==> src/hw/conv_pkg.sv <==
package conv_pkg;

  // ====================
  // data path
  // ====================

  // signed pixels, weights, biases and outputs
  localparam int DWIDTH   = 16;
  // layer size fields
  localparam int LWIDTH   = 8;

  // ====================
  // cores and memories
  // ====================

  localparam int CORES    = 2;
  localparam int CORELOG  = 1;

  // image memory address, 1024 words
  localparam int IMGSIZE  = 10;
  // per-bank network memory address
  localparam int NETSIZE  = 6;

  // accumulator buffer, img_size up to 8
  localparam int MAX_PIX  = 64;
  localparam int PIXLOG   = 6;

  // address register plus memory read register
  localparam int RD_DELAY = 2;

endpackage
==> src/hw/net_mem.sv <==
`timescale 1ns/100ps

module net_mem
  import conv_pkg::*;
  ( input  logic                    clk
  , input  logic                    net_we
  , input  logic        [CORELOG-1:0] net_sel
  , input  logic        [NETSIZE-1:0] net_addr
  , input  logic signed [DWIDTH-1:0]  net_wdata
  , input  logic        [NETSIZE-1:0] raddr
  , output logic signed [DWIDTH-1:0]  rdata [CORES]
  );

  // one bank per core
  logic signed [DWIDTH-1:0] bank [CORES][2**NETSIZE];

  // host writes one bank, controller reads all banks at once
  always_ff @(posedge clk)
    for (int k = 0; k < CORES; k++) begin
      if (net_we && net_sel == CORELOG'(k))
        bank[k][net_addr] <= net_wdata;
      rdata[k] <= bank[k][raddr];
    end

endmodule

==> config.mk <==
export PLATFORM = sky130hd
export DESIGN_NAME = net_mem
export DESIGN_NICKNAME = d
export VERILOG_FILES = /design/src/hw/conv_pkg.sv /design/src/hw/net_mem.sv
export SDC_FILE = /design/constraint.sdc
export NUM_CORES = 2
export LEC_CHECK = 0
export BUFFER_PORTS_ARGS = -buffer_cell sky130_fd_sc_hd__buf_2
export CORE_AREA = 2 2 447 449
export CTS_CLUSTER_DIAMETER = 100
export DETAILED_ROUTE_END_ITERATION = 8
export DIE_AREA = 0 0 449 451
export PLACE_DENSITY_LB_ADDON = 0.2
export SYNTH_ARGS = -nofsm -noshare
export SYNTH_HDL_FRONTEND = slang
export SYNTH_SLANG_ARGS = --single-unit
export TNS_END_PERCENT = 100
==> constraint.sdc <==
create_clock -name clk -period 2.96 [get_ports clk]
set_clock_uncertainty 0.15 [all_clocks]
set_input_delay 0.148 -clock clk [delete_from_list [all_inputs] [get_ports clk]]
set_output_delay 0.148 -clock clk [all_outputs]
set_load 0.02 [all_outputs]
==> reports/qor.txt <==
WORST HOLD PATH
--------------------------------------------------------------------------------------
Source of the worst hold timing path                                           net_sel
Hold/Removal Path Class                                                   input pin to flip-flop
Cell depth of the worst min-delay path                                               5
Hold endpoint                                                             bank[0][616]$_DFFE_PP_

CELLS AND AREA
--------------------------------------------------------------------------------------
Fraction of layout instances using a drive strength above 1                      0.332
Final instance area                                                          92300 um2
Finished Core Util                                                               0.466
Net count of the finished layout                                                  3965
Fillers                                                                          16500
Area growth from synthesis to final layout                                       17.4%
Post-route insts no fill                                                          6785

WORST SETUP PATH
--------------------------------------------------------------------------------------
Reg2Reg Depth                                                                        6
Reg-to-reg critical path endpoint                                         rdata[8]$_DFF_P_
Crit. End Element                                                            flip-flop
Slowest cell on crit path                                                       nor4_1
Most Frequent Cell on Critical Path                                              buf_4
Worst setup path category                                                 input pin to flip-flop
Type of element launching the critical path                                  input pin
Origin of the critical flop-to-flop path                                  bank[0][1864]$_DFFE_PP_
Buffers and inverters on the worst path                                              4
Worst reg2reg setup slack                                                      0.70 ns
Critical path data arrival time                                                3.21 ns
Required time of the critical path                                             3.60 ns
CP cell instances                                                         dlygate4sd3_1, buf_4, or3b_2, buf_12, o22ai_1, buf_4, nor4_1, o22a_1
Critical-path maximum fanout                                                        18
Crit path largest cell delay                                                   0.88 ns
Cell class contributing the biggest share of worst-path delay             buffers and inverters

GLOBAL ROUTING
--------------------------------------------------------------------------------------
Overall Global Routing Usage                                                     0.206
Residual overflow from global routing                                                0
Maximum number of pins on one net before global-route repair                       129
First-pass GRT wire length                                                   296000 um
Via count of the first global-routing pass                                       38700
Initial antenna violation count                                                     15

LOGIC SYNTHESIS
--------------------------------------------------------------------------------------
Post-Synthesis Mean Instance Area                                             22.8 um2
Synthesized instance count                                                        3443
Commonest register cell after synthesis                                       edfxtp_1
Count of flip-flops with a built-in enable after synthesis                        2048
Synth Net Count                                                                   3474
Dominant cell type by area after synthesis                                    edfxtp_1
Async S/R FF share, synth                                                            0
Number of distinct standard cells referenced by the synthesized netlist             41
Dominant cells by area after synthesis                                    edfxtp_1 78%, mux4_2 14%, o22ai_1 1.1%
Portion of synthesized cell area occupied by the leading cell type               0.782
Synth Register Bits                                                               2080
Cell area after synthesis                                                    78700 um2
Part of the Yosys area used for sequential elements                              0.790
Yosys warning count                                                                  0

TIMING
--------------------------------------------------------------------------------------
Max Clock Freq                                                               0.389 GHz
Hold violation total from the final report                                           0
Setup Total Neg Slack                                                             0 ns
Max_slew headroom                                                                0.281
Count of final setup violators                                                       0
Unrepaired setup endpoints after global routing                                  false
Slew Viols, Final                                                                    0
Post-layout minimum cycle time                                                 2.57 ns
Pin slew with the least headroom to its limit                                  1.08 ns
Share of the clock period used by the worst path after layout                    0.869

CLOCK TREE
--------------------------------------------------------------------------------------
Later-pin clock latency in the skew report                                     0.85 ns
CTS Sinks                                                                         2080
H-Tree Depth                                                                         4
CTS tree                                                                         built
CTS resizes                                                                          0
Clock-pin transition on the worst setup and hold timing paths                  0.06 ns
CTS buffer count                                                                   207
Maximum clock insertion buffer count                                                 3
Root buf cell                                                                clkbuf_16

PLACE
--------------------------------------------------------------------------------------
GP Congestion                                                                    0.792
Port bufs                                                                           62
Total placed instance area                                                   85300 um2
Half-perimeter wire length of the detailed placement result                  130000 um
Inst Count DP                                                                     6350

FLOW RUN
--------------------------------------------------------------------------------------
Total of max-cap violations                                                          0

POWER AND IR DROP
--------------------------------------------------------------------------------------
Flop pwr share                                                                   0.529
Total leakage power                                                          0.0291 uW
Fraction of power spent switching nets                                           0.217
Worst IR Drop VDD                                                           0.000634 V
PD cells                                                                    670 nW/um2
Portion of total power attributed to combinational logic                         0.054
Part of the power in the clock network                                           0.417
Switching Power                                                               13400 uW
P_int                                                                         48400 uW

DETAILED ROUTING
--------------------------------------------------------------------------------------
Routed length per instance                                                     30.9 um
Avg Vias per Cell                                                                 5.59
Total number of vias                                                             37900
Final wirelength                                                             210000 um
Total iterations of the first detailed-routing run                                   5
Number of DRC violations after detailed routing                                      0
Remaining antenna violation count                                                    0
Iteration-0 DRC Markers                                                           4331

FLOORPLANNING
--------------------------------------------------------------------------------------
Starting density of the core                                                     0.397
Number of placement rows                                                           164
Full die area                                                               202000 um2
Die span in x                                                                   449 um
Core footprint                                                              198000 um2
Number of I/O pins                                                                  63
Height of the die                                                               451 um

RUN STATUS
--------------------------------------------------------------------------------------
Status                                                                    complete, no violations

==> through the flow <==
step                hold WS (ns)  setup WS [ns]  total power, uW
finish                     0.100          0.388            61900
global route               0.110          0.354            63600
CTS                       0.0485          0.460            62400
detailed placement         0.346         0.0909            36700
global placement           0.341         0.0983            36600
floorplan                 0.0969          0.386            34800
==> how the worst max path moves through the flow <==
| stage | start | endpoint | slack [ns] | depth (start not counted) |
|---|---|---|---|---|
| 4_1_cts | raddr[2] | rdata[2]$_DFF_P_ | 0.46 | 9 |
| 3_5_place_dp | raddr[0] | rdata[23]$_DFF_P_ | 0.09 | 9 |
| 6_report | raddr[3] | rdata[22]$_DFF_P_ | 0.39 | 8 |
| 5_1_grt | raddr[3] | rdata[12]$_DFF_P_ | 0.35 | 8 |
| 3_3_place_gp | raddr[0] | rdata[23]$_DFF_P_ | 0.1 | 9 |
| 2_1_floorplan | net_addr[1] | bank[0][1104]$_DFFE_PP_ | 0.39 | 6 |
==> synth_stat cells, types with 4 or more instances <==
| cell type | instances |
|---|---|
| o22ai_1 | 134 |
| nand3_1 | 6 |
| mux2_2 | 15 |
| nor3_1 | 25 |
| mux2i_1 | 58 |
| o21ai_0 | 28 |
| o211ai_1 | 5 |
| nand2_1 | 17 |
| clkbuf_1 | 67 |
| or3b_2 | 6 |
| buf_4 | 41 |
| buf_1 | 13 |
| buf_2 | 66 |
| a21oi_1 | 34 |
| nor2b_1 | 13 |
| nand2b_1 | 13 |
| inv_1 | 7 |
| nor4_1 | 32 |
| a221o_1 | 4 |
| nor2_1 | 165 |
| o221ai_1 | 23 |
| buf_6 | 12 |
| nand3b_1 | 9 |
| dfxtp_1 | 32 |
| a211oi_1 | 11 |
| and2_1 | 4 |
| edfxtp_1 | 2048 |
| o22a_1 | 23 |
| mux4_2 | 506 |
==> worst register-to-register path: stages (launching register included) <==
cell,delay [ns]
edfxtp_1,0.36
mux4_2,0.46
o21ai_0,0.15
a21oi_1,0.14
nor4_1,0.62
buf_4,0.21
nor4_1,0.04
==> placed cells by master (no fill, tap or decap), types with 37 or more instances in the layout <==
cell       instances
mux2i_1           58
buf_12            69
nor2_2            94
edfxtp_1        2048
nor2_1            71
buf_4            336
clkbuf_1          47
clkbuf_16        208
clkinv_2          37
clkinv_1          41
mux4_2           506
buf_2             42
o22ai_1          134
==> flip-flops by register name, summed over array words and instances, names as in the netlist <==
| register | flops |
|---|---|
| bank | 2048 |
| rdata | 32 |
==> power by group through the flow <==
| stage | Sequential, uW | Clock, uW | Combinational, uW |
|---|---|---|---|
| floorplan | 33300 | 0 | 1510 |
| global placement | 33300 | 0 | 3320 |
| detailed placement | 33300 | 0 | 3350 |
| CTS | 32700 | 26300 | 3400 |
| global route | 32700 | 27400 | 3520 |
| finish | 32700 | 25800 | 3340 |
==> metal layers <==
metal	global-route usage	vias up	wire length, um
met2	0.340	1151	104000
li1	-	15700	-
met3	0.0305	227	11300
met1	0.286	20800	89000
met4	0.0611	2	5270
met5	0	-	13
==> layout make-up <==
cell class                      count  area [um2]  share of cell area
Tap cell                         2656        3320              0.0360
Multi-Input combinational cell   1157       15700               0.170
Clock buffer                      264        5510              0.0596
Antenna cell                       24        60.1            0.000651
Timing Repair Buffer              481        4470              0.0484
Inverter                            7        26.3            0.000285
Sequential cell                  2080       62100               0.673
Clock inverter                    116        1150              0.0125
==> cell families after synthesis <==
family | Yosys count | synth area share
DFF | 2080 | 0.790
muxes | 582 | 0.155
AOI/OAI and AO/OA | 278 | 0.0234
buffers and inverters | 206 | 0.0140
and+or+nand+nor | 297 | 0.0177
==> repair_timing <==
item	in CTS	in global routing
setup buffers	0	0
hold buffers	31	0
endpoints found under the hold margin	1901	0
No activity file was read; power rests on OpenSTA's default activity.
