--- src/hw/ctrl_pkg.sv ---
package ctrl_pkg;

  // controller phases
  typedef enum logic [1:0] {
    PH_WAIT    = 2'd0,
    PH_NETWORK = 2'd1,
    PH_INPUT   = 2'd2,
    PH_OUTPUT  = 2'd3
  } phase_t;

  // control word that travels alongside each memory read
  typedef struct packed {
    logic start;        // first word of a phase
    logic pix_en;
    logic first_input;
    logic last_input;
    logic wreg_we;
    logic breg_we;
  } core_ctrl_t;

endpackage

--- src/hw/conv_pkg.sv ---
package conv_pkg;

  // ====================
  // data path
  // ====================

  // signed pixels, weights, biases and outputs
  localparam int DWIDTH   = 16;
  // layer size fields
  localparam int LWIDTH   = 8;

  // ====================
  // cores and memories
  // ====================

  localparam int CORES    = 2;
  localparam int CORELOG  = 1;

  // image memory address, 1024 words
  localparam int IMGSIZE  = 10;
  // per-bank network memory address
  localparam int NETSIZE  = 6;

  // accumulator buffer, img_size up to 8
  localparam int MAX_PIX  = 64;
  localparam int PIXLOG   = 6;

  // address register plus memory read register
  localparam int RD_DELAY = 2;

endpackage
--- src/hw/img_port_if.sv ---
`timescale 1ns/100ps

interface img_port_if;

  logic                               we;
  logic        [conv_pkg::IMGSIZE-1:0] addr;
  logic signed [conv_pkg::DWIDTH-1:0]  wdata;
  logic signed [conv_pkg::DWIDTH-1:0]  rdata;

  // controller side
  modport ctrl (output we, output addr, output wdata);

  modport mem (input we, input addr, input wdata, output rdata);

  // cores only see the read data
  modport reader (input rdata);

endinterface

--- src/hw/conv_ctrl.sv ---
`timescale 1ns/100ps

module conv_ctrl
  import conv_pkg::*, ctrl_pkg::*;
  ( input  logic                     clk
  , input  logic                     xrst
  , input  logic                     req
  , input  logic        [LWIDTH-1:0]  total_in
  , input  logic        [LWIDTH-1:0]  total_out
  , input  logic        [LWIDTH-1:0]  img_size
  , input  logic        [IMGSIZE-1:0] in_offset
  , input  logic        [IMGSIZE-1:0] out_offset
  , input  logic        [NETSIZE-1:0] net_offset
  , input  logic signed [DWIDTH-1:0]  out_data [CORES]
  , output logic                     ack
  , output core_ctrl_t               core_ctrl
  , output logic        [NETSIZE-1:0] net_raddr
  , output logic        [PIXLOG-1:0]  serial_addr
  , img_port_if.ctrl                 img
  );

  phase_t                  r_state;
  enum logic {W_WEIGHT, W_BIAS} r_wstate;
  logic [LWIDTH-1:0]       r_total_in;
  logic [LWIDTH-1:0]       r_total_out;
  logic [LWIDTH-1:0]       r_count_in;
  logic [LWIDTH-1:0]       r_count_out;
  logic [IMGSIZE-1:0]      r_npix;
  logic [IMGSIZE-1:0]      r_in_offset;
  logic [IMGSIZE-1:0]      r_out_offset;
  logic [NETSIZE-1:0]      r_net_offset;
  logic [NETSIZE-1:0]      r_net_cnt;
  logic [IMGSIZE-1:0]      r_pix_cnt;
  logic [IMGSIZE-1:0]      r_in_addr;
  logic [IMGSIZE-1:0]      r_out_addr;
  logic [PIXLOG-1:0]       r_rd_pix;
  logic [CORELOG-1:0]      r_rd_core;
  logic                    r_rd_over;
  logic                    go;
  logic                    last_in;
  logic                    last_group;
  logic                    network_end;
  logic                    input_end;
  logic                    output_end;
  logic                    rd_valid;
  logic                    rd_pix_last;
  logic                    rd_last;
  core_ctrl_t              ctrl_d;
  logic [CORELOG:0]        tag_d;
  logic [CORELOG:0]        tag_q;

  assign go          = req && ack;
  assign last_in     = r_count_in == r_total_in - LWIDTH'(1);
  assign last_group  = r_count_out + LWIDTH'(CORES) >= r_total_out;
  assign network_end = r_state == PH_NETWORK && (!last_in || r_wstate == W_BIAS);
  assign input_end   = r_state == PH_INPUT && r_pix_cnt == r_npix - IMGSIZE'(1);

// ====================
// main FSM
// ====================

  always_ff @(posedge clk)
    if (!xrst) begin
      r_state     <= PH_WAIT;
      r_count_in  <= '0;
      r_count_out <= '0;
    end
    else
      case (r_state)
        PH_WAIT:
          if (go)
            r_state <= PH_NETWORK;
        PH_NETWORK:
          if (network_end)
            r_state <= PH_INPUT;
        PH_INPUT:
          if (input_end)
            if (last_in) begin
              r_state    <= PH_OUTPUT;
              r_count_in <= '0;
            end
            else begin
              r_state    <= PH_NETWORK;
              r_count_in <= r_count_in + LWIDTH'(1);
            end
        PH_OUTPUT:
          if (output_end)
            if (last_group) begin
              r_state     <= PH_WAIT;
              r_count_out <= '0;
            end
            else begin
              r_state     <= PH_NETWORK;
              r_count_out <= r_count_out + LWIDTH'(CORES);
            end
        default:
          r_state <= PH_WAIT;
      endcase

  // layer setup, latched on an accepted req
  always_ff @(posedge clk)
    if (!xrst) begin
      r_total_in   <= '0;
      r_total_out  <= '0;
      r_npix       <= '0;
      r_in_offset  <= '0;
      r_out_offset <= '0;
      r_net_offset <= '0;
    end
    else if (go) begin
      r_total_in   <= total_in;
      r_total_out  <= total_out;
      r_npix       <= IMGSIZE'(img_size) * IMGSIZE'(img_size);
      r_in_offset  <= in_offset;
      r_out_offset <= out_offset;
      r_net_offset <= net_offset;
    end

  // WAIT with ack low is the cycle of the last output write
  always_ff @(posedge clk)
    if (!xrst)
      ack <= 1'b1;
    else if (go)
      ack <= 1'b0;
    else if (r_state == PH_WAIT)
      ack <= 1'b1;

// ====================
// network and input
// ====================

  always_ff @(posedge clk)
    if (!xrst)
      r_wstate <= W_WEIGHT;
    else if (r_state == PH_NETWORK)
      r_wstate <= (r_wstate == W_WEIGHT && last_in) ? W_BIAS : W_WEIGHT;

  always_ff @(posedge clk)
    if (!xrst) begin
      r_net_cnt <= '0;
      net_raddr <= '0;
    end
    else if (ack)
      r_net_cnt <= '0;
    else if (r_state == PH_NETWORK) begin
      net_raddr <= r_net_offset + r_net_cnt;
      r_net_cnt <= r_net_cnt + NETSIZE'(1);
    end

  // input address runs over all channels, rewinds per group
  always_ff @(posedge clk)
    if (!xrst) begin
      r_pix_cnt <= '0;
      r_in_addr <= '0;
    end
    else if (r_state == PH_INPUT) begin
      r_pix_cnt <= input_end ? '0 : r_pix_cnt + IMGSIZE'(1);
      r_in_addr <= r_in_addr + IMGSIZE'(1);
    end
    else if (r_state == PH_OUTPUT)
      r_in_addr <= '0;

  assign ctrl_d.start       = (r_state == PH_NETWORK && r_wstate == W_WEIGHT)
                           || (r_state == PH_INPUT && r_pix_cnt == '0);
  assign ctrl_d.pix_en      = r_state == PH_INPUT;
  assign ctrl_d.first_input = r_state == PH_INPUT && r_count_in == '0;
  assign ctrl_d.last_input  = r_state == PH_INPUT && last_in;
  assign ctrl_d.wreg_we     = r_state == PH_NETWORK && r_wstate == W_WEIGHT;
  assign ctrl_d.breg_we     = r_state == PH_NETWORK && r_wstate == W_BIAS;

  delay_line #(.T(core_ctrl_t), .DEPTH(RD_DELAY)) i_ctrl_dly
    ( .clk
    , .xrst
    , .d   (ctrl_d)
    , .q   (core_ctrl)
    );

// ====================
// serial readout
// ====================

  assign rd_valid    = r_state == PH_OUTPUT && !r_rd_over;
  assign rd_pix_last = IMGSIZE'(r_rd_pix) == r_npix - IMGSIZE'(1);
  assign rd_last     = rd_valid && rd_pix_last && r_rd_core == CORELOG'(CORES - 1);
  // pixel counter doubles as drain counter once all reads are out
  assign output_end  = r_rd_over && r_rd_pix == PIXLOG'(RD_DELAY - 1);

  always_ff @(posedge clk)
    if (!xrst) begin
      r_rd_pix    <= '0;
      r_rd_core   <= '0;
      r_rd_over   <= 1'b0;
      serial_addr <= '0;
    end
    else if (rd_valid) begin
      serial_addr <= r_rd_pix;
      if (rd_pix_last) begin
        r_rd_pix  <= '0;
        r_rd_core <= (r_rd_core == CORELOG'(CORES - 1)) ? '0 : r_rd_core + CORELOG'(1);
      end
      else
        r_rd_pix <= r_rd_pix + PIXLOG'(1);
      if (rd_last)
        r_rd_over <= 1'b1;
    end
    else if (r_rd_over)
      if (output_end) begin
        r_rd_over   <= 1'b0;
        r_rd_pix    <= '0;
        serial_addr <= '0;
      end
      else
        r_rd_pix <= r_rd_pix + PIXLOG'(1);

  // write enable and source core, aligned with out_data
  assign tag_d = {rd_valid, r_rd_core};

  delay_line #(.T(logic [CORELOG:0]), .DEPTH(RD_DELAY)) i_tag_dly
    ( .clk
    , .xrst
    , .d   (tag_d)
    , .q   (tag_q)
    );

  always_ff @(posedge clk)
    if (!xrst)
      r_out_addr <= '0;
    else if (ack)
      r_out_addr <= '0;
    else if (tag_q[CORELOG])
      r_out_addr <= r_out_addr + IMGSIZE'(1);

  always_ff @(posedge clk)
    if (!xrst) begin
      img.we   <= 1'b0;
      img.addr <= '0;
    end
    else begin
      img.we   <= tag_q[CORELOG];
      img.addr <= tag_q[CORELOG] ? r_out_offset + r_out_addr
                                 : r_in_offset + r_in_addr;
    end

  always_ff @(posedge clk)
    img.wdata <= out_data[tag_q[CORELOG-1:0]];

  a_no_write_while_idle: assert property (
    @(posedge clk) disable iff (!xrst) !(ack && img.we));

  a_serial_addr_range: assert property (
    @(posedge clk) disable iff (!xrst)
    r_state == PH_OUTPUT |-> IMGSIZE'(serial_addr) < r_npix);

endmodule

--- src/hw/delay_line.sv ---
`timescale 1ns/100ps

module delay_line
  #( parameter type T     = logic
   , parameter int  DEPTH = 2
   )
  ( input  logic clk
  , input  logic xrst
  , input  T     d
  , output T     q
  );

  T r_stage [DEPTH];

  always_ff @(posedge clk)
    if (!xrst) begin
      for (int i = 0; i < DEPTH; i++)
        r_stage[i] <= '0;
    end
    else begin
      r_stage[0] <= d;
      for (int i = 1; i < DEPTH; i++)
        r_stage[i] <= r_stage[i-1];
    end

  assign q = r_stage[DEPTH-1];

endmodule

--- src/flat_wrapper.sv ---
// flat-port wrapper written by rule: the top's interface ports become plain ports
module conv_ctrl_flat import conv_pkg::*, ctrl_pkg::*;
  (clk, xrst, req, total_in, total_out, img_size, in_offset, out_offset, net_offset, out_data, ack, core_ctrl, net_raddr, serial_addr, img_we, img_addr, img_wdata);
  img_port_if img_i ();
  input  logic clk;
  input  logic xrst;
  input  logic req;
  input  logic        [LWIDTH-1:0] total_in;
  input  logic        [LWIDTH-1:0] total_out;
  input  logic        [LWIDTH-1:0] img_size;
  input  logic        [IMGSIZE-1:0] in_offset;
  input  logic        [IMGSIZE-1:0] out_offset;
  input  logic        [NETSIZE-1:0] net_offset;
  input  logic signed [DWIDTH-1:0] out_data[CORES];
  output logic ack;
  output core_ctrl_t core_ctrl;
  output logic        [NETSIZE-1:0] net_raddr;
  output logic        [PIXLOG-1:0] serial_addr;
  output wire logic [$bits(img_i.we)-1:0] img_we;
  output wire logic [$bits(img_i.addr)-1:0] img_addr;
  output wire logic [$bits(img_i.wdata)-1:0] img_wdata;
  assign img_we = img_i.we;
  assign img_addr = img_i.addr;
  assign img_wdata = img_i.wdata;
  conv_ctrl u_core (.clk(clk), .xrst(xrst), .req(req), .total_in(total_in), .total_out(total_out), .img_size(img_size), .in_offset(in_offset), .out_offset(out_offset), .net_offset(net_offset), .out_data(out_data), .ack(ack), .core_ctrl(core_ctrl), .net_raddr(net_raddr), .serial_addr(serial_addr), .img(img_i));
endmodule
--- config.mk ---
export PLATFORM = sky130hd
export DESIGN_NAME = conv_ctrl_flat
export DESIGN_NICKNAME = d
export VERILOG_FILES = /design/src/hw/ctrl_pkg.sv /design/src/hw/conv_pkg.sv /design/src/hw/img_port_if.sv /design/src/hw/conv_ctrl.sv /design/src/hw/delay_line.sv /design/src/flat_wrapper.sv
export SDC_FILE = /design/constraint.sdc
export NUM_CORES = 1
export LEC_CHECK = 0
export ABC_AREA = 1
export BUFFER_PORTS_ARGS = -buffer_cell sky130_fd_sc_hd__buf_2
export CAP_MARGIN = 5
export CELL_PAD_IN_SITES_DETAIL_PLACEMENT = 1
export CELL_PAD_IN_SITES_GLOBAL_PLACEMENT = 1
export CORE_ASPECT_RATIO = 1.75
export CORE_MARGIN = 1
export CORE_UTILIZATION = 42
export CTS_CLUSTER_DIAMETER = 60
export CTS_CLUSTER_SIZE = 24
export DETAILED_ROUTE_END_ITERATION = 12
export MAX_ROUTING_LAYER = met4
export PLACE_DENSITY_LB_ADDON = 0.1
export REMOVE_ABC_BUFFERS = 1
export SLEW_MARGIN = 5
export SYNTH_ARGS = -nofsm -noshare
export SYNTH_HDL_FRONTEND = slang
export SYNTH_SLANG_ARGS = --single-unit
export TNS_END_PERCENT = 30
--- constraint.sdc ---
create_clock -name clk -period 5.8 [get_ports clk]
set_clock_uncertainty 0.05 [all_clocks]
set_input_delay 1.16 -clock clk [delete_from_list [all_inputs] [get_ports clk]]
set_output_delay 1.16 -clock clk [all_outputs]
set_load 0.05 [all_outputs]
==> qor.yml <==
yosys:
  synthDominantCellAreaShare_pct: 35.3
  async_flop_share_pct: 0
  syn_inst: 1293
  synthesis.area_mm2: 0.00958
  synth-warning-count: 0
  synth-seq-area-share_pct: 35.3
  syn_avg_cell_area_um2: 7.41
  synth-seq-cells: 169
  synth_top_cell_by_area: "dfxtp_1"
  yosys_most_used_dff: "dfxtp_1"
  synth.top_cells.by_area: "dfxtp_1 (35%), nand2_1 (8.5%), ha_1 (7.8%)"
  synth_edf_count: 0
  synthDistinctLibCells: 45
finish:
  fin_area_mm2: 0.0110
  final_cell_mix: "nand2_1 (217), inv_1 (194), dfxtp_1 (169)"
  multi_input_area_mm2: 0.00526
  final_cells: 1714
  layout_commonest_cell: "nand2_1"
  n_fill_cell: 2889
  antennaDiodeCount: 0
  register_area_mm2: 0.00338
  syn_to_final_growth_pct: 14.6
  nNetsFinal: 1572
  drive_above_1_share_pct: 15.3
setup_path:
  start_kind: "input pin"
  slowest_stage: "fa_1"
  cp_slowest_stage_delay_ps: 540
  reg2regPathDepth: 10
  crit_path_max_fanout: 7
  crit_path_cell_trace: "buf_2 > nand2_1 > inv_1 > ha_1 > xor2_1 > ha_1 > inv_1 > fa_1 > fa_1 > inv_1 > ha_1 > nand2_1 > o21ai_0 > nand2_1 > nand2_1 > a21oi_1 > xor2_1 > o21ai_0 > inv_1"
  critPathArrivalTime_ps: 4640
  crit_type: "input pin to flip-flop"
  cp-end-kind: "flip-flop"
  worstPathRequired_ps: 6100
place:
  port_buffers: 130
  routabilityCongestion: 0.855
  place_area_mm2: 0.0105
  dp_cells: 1684
  place_hpwl_mm: 20.3
timing:
  setup_viol: 0
  max_slew_margin_pct: 42.7
  finalHoldViolCount: 0
  clock.fmax_mhz: 230
  whs_ps: 361
  tns_ps: 0
  rsz0062_at_grt: "false"
  drv_slew: 0
  min_period_over_period_pct: 74.9
  min_period_ps: 4340
  tightest_slew_ps: 860
die:
  core-area_mm2: 0.0223
  initial_core_util_pct: 43.1
  dieArea_mm2: 0.0234
  die_w_um: 116
  num_io_pins: 131
  fp-row-count: 72
  chipHeight_um: 202
route:
  viasPerCell: 5.06
  avgRoutedWirePerCell_um: 15.2
  ant_nets: 0
  dr.pass1.iters: 4
  dr.first_iter.drc_count: 269
  vias: 8675
  drcViolationCount: 0
  drt-total-wl_mm: 26.1
global_routing:
  grt_use_total_pct: 24.4
  antenna_found_initial: 0
  first_global_vias: 9153
  grt_max_degree: 88
  gr-total-overflow: 0
  grt_pass1_wl_mm: 42.8
clocking:
  postCtsResizedCells: 0
  cts_root_buf: "clkbuf_16"
  clk_latency_ps: 450
  numClockSinks: 169
  clockBufferDepth: 2
  cts-hold-fix-buffers: 0
  clkTransAtPathRegs_ps: 70
  numCtsBuffers: 17
  cts_tree: "yes"
  cts.htree.levels: 4
  post_cts_buffers: 0
outcome:
  status: "complete, no violations"
run:
  drv_cap: 0
min_path:
  hold_path.class: "flip-flop to flip-flop"
  holdPathStages: 2
power:
  power_leakage_nw: 5.15
  p_per_area_mw_per_mm2: 296
  irDropWorstVdd_mv: 0.217
==> worst paths after layout <==
| check | start | to | slack (ps) |
|---|---|---|---|
| worst min-delay path | u_core.i_tag_dly.r_stage[0][1] | u_core.i_tag_dly.r_stage[0][3] | 360 |
| worst max-delay path | img_size[2] | u_core.r_npix[9] | 1460 |
| worst max register to register | u_core.r_out_addr[0] | u_core.img.addr[6] | 3290 |
| worst min register to register | u_core.i_tag_dly.r_stage[0][1] | u_core.i_tag_dly.r_stage[0][3] | 360 |
==> synthesized netlist by cell type (2+ instances only) <==
library cell / n
mux2_2: 16
nand2_1: 218
dfxtp_1: 169
o21ai_1: 3
nor3_2: 2
o21ai_0: 100
ha_1: 60
xor2_1: 43
nand3_2: 9
nand3b_1: 4
o21a_1: 3
nand2_2: 10
fa_1: 20
buf_1: 5
a32o_1: 2
a21oi_1: 120
buf_2: 5
nor3b_1: 2
clkinv_1: 4
a21oi_2: 3
a211oi_1: 2
buf_4: 7
o21bai_1: 6
clkbuf_1: 22
nor3_1: 20
nor4_1: 2
inv_1: 194
or2_2: 3
o211ai_1: 2
a31oi_1: 3
inv_2: 2
nor2_4: 2
nand4_1: 22
nor2_2: 6
nor2_1: 123
xnor2_1: 11
nand3_1: 60
==> per-layer routing <==
layer | track usage [%] | vias up | part of all wire [%]
met3 | 3.63 | 40 | 2.2
li1 | - | 4383 | -
met1 | 21.9 | 4137 | 36
met2 | 48.3 | 115 | 59
met4 | 10.7 | 0 | 2.9
met5 | - | - | 0
==> metrics by stage <==
stage                     setup WS [ps]  utilization, %  total power, mW
final                              1460            49.4             3.25
after global routing               1170            49.4             3.47
after CTS                          1440            49.4             3.31
after detailed placement            940            47.0             2.25
after floorplan                    1410               -             1.97
after global placement             1010            47.0             2.21
==> cells by family (layout without fill, tap and decap cells) <==
family,count (synthesis),in the layout,share of synthesized area [%]
compound gates,249,249,13.8
xor+xnor,54,54,4.94
fa+ha+maj,80,80,12.0
buf+inv,241,366,9.81
flops,169,169,35.3
mux,16,16,1.88
simple gates,484,484,22.3
==> state kept, by name (all words and copies together), names as in the netlist, 7 cells and up <==
signal	flops
u_core.img.wdata	16
u_core.i_ctrl_dly.r_stage	12
u_core.img.addr	10
u_core.r_in_addr	10
u_core.r_in_offset	10
u_core.r_out_addr	10
u_core.r_out_offset	10
u_core.r_pix_cnt	10
u_core.r_npix	9
u_core.r_count_in	8
u_core.r_total_in	8
u_core.r_total_out	8
u_core.r_count_out	7
==> worst max-delay path, delay by kind of cell <==
kind,cells,cell delay [ps]
AO/OA/AOI/OAI,3,490
buffers and inverters,5,350
XOR/XNOR,2,320
adder cells (fa/ha/maj),5,1950
AND/OR/NAND/NOR,4,340
==> report_power, final <==
part	switching, mW	internal [mW]
Sequential	0.0670	1.25
Clock	0.467	0.574
Combinational	0.604	0.292
==> area by class of cell <==
class                      count  area share, %
clock buffer                  23           4.35
clock inverter                 7          0.422
timing repair buffer         135           6.27
inverter                     201           6.88
sequential                   169           30.8
tap                          296           3.37
multi-input combinational    883           47.9
Power figures use the tool's default switching activity.
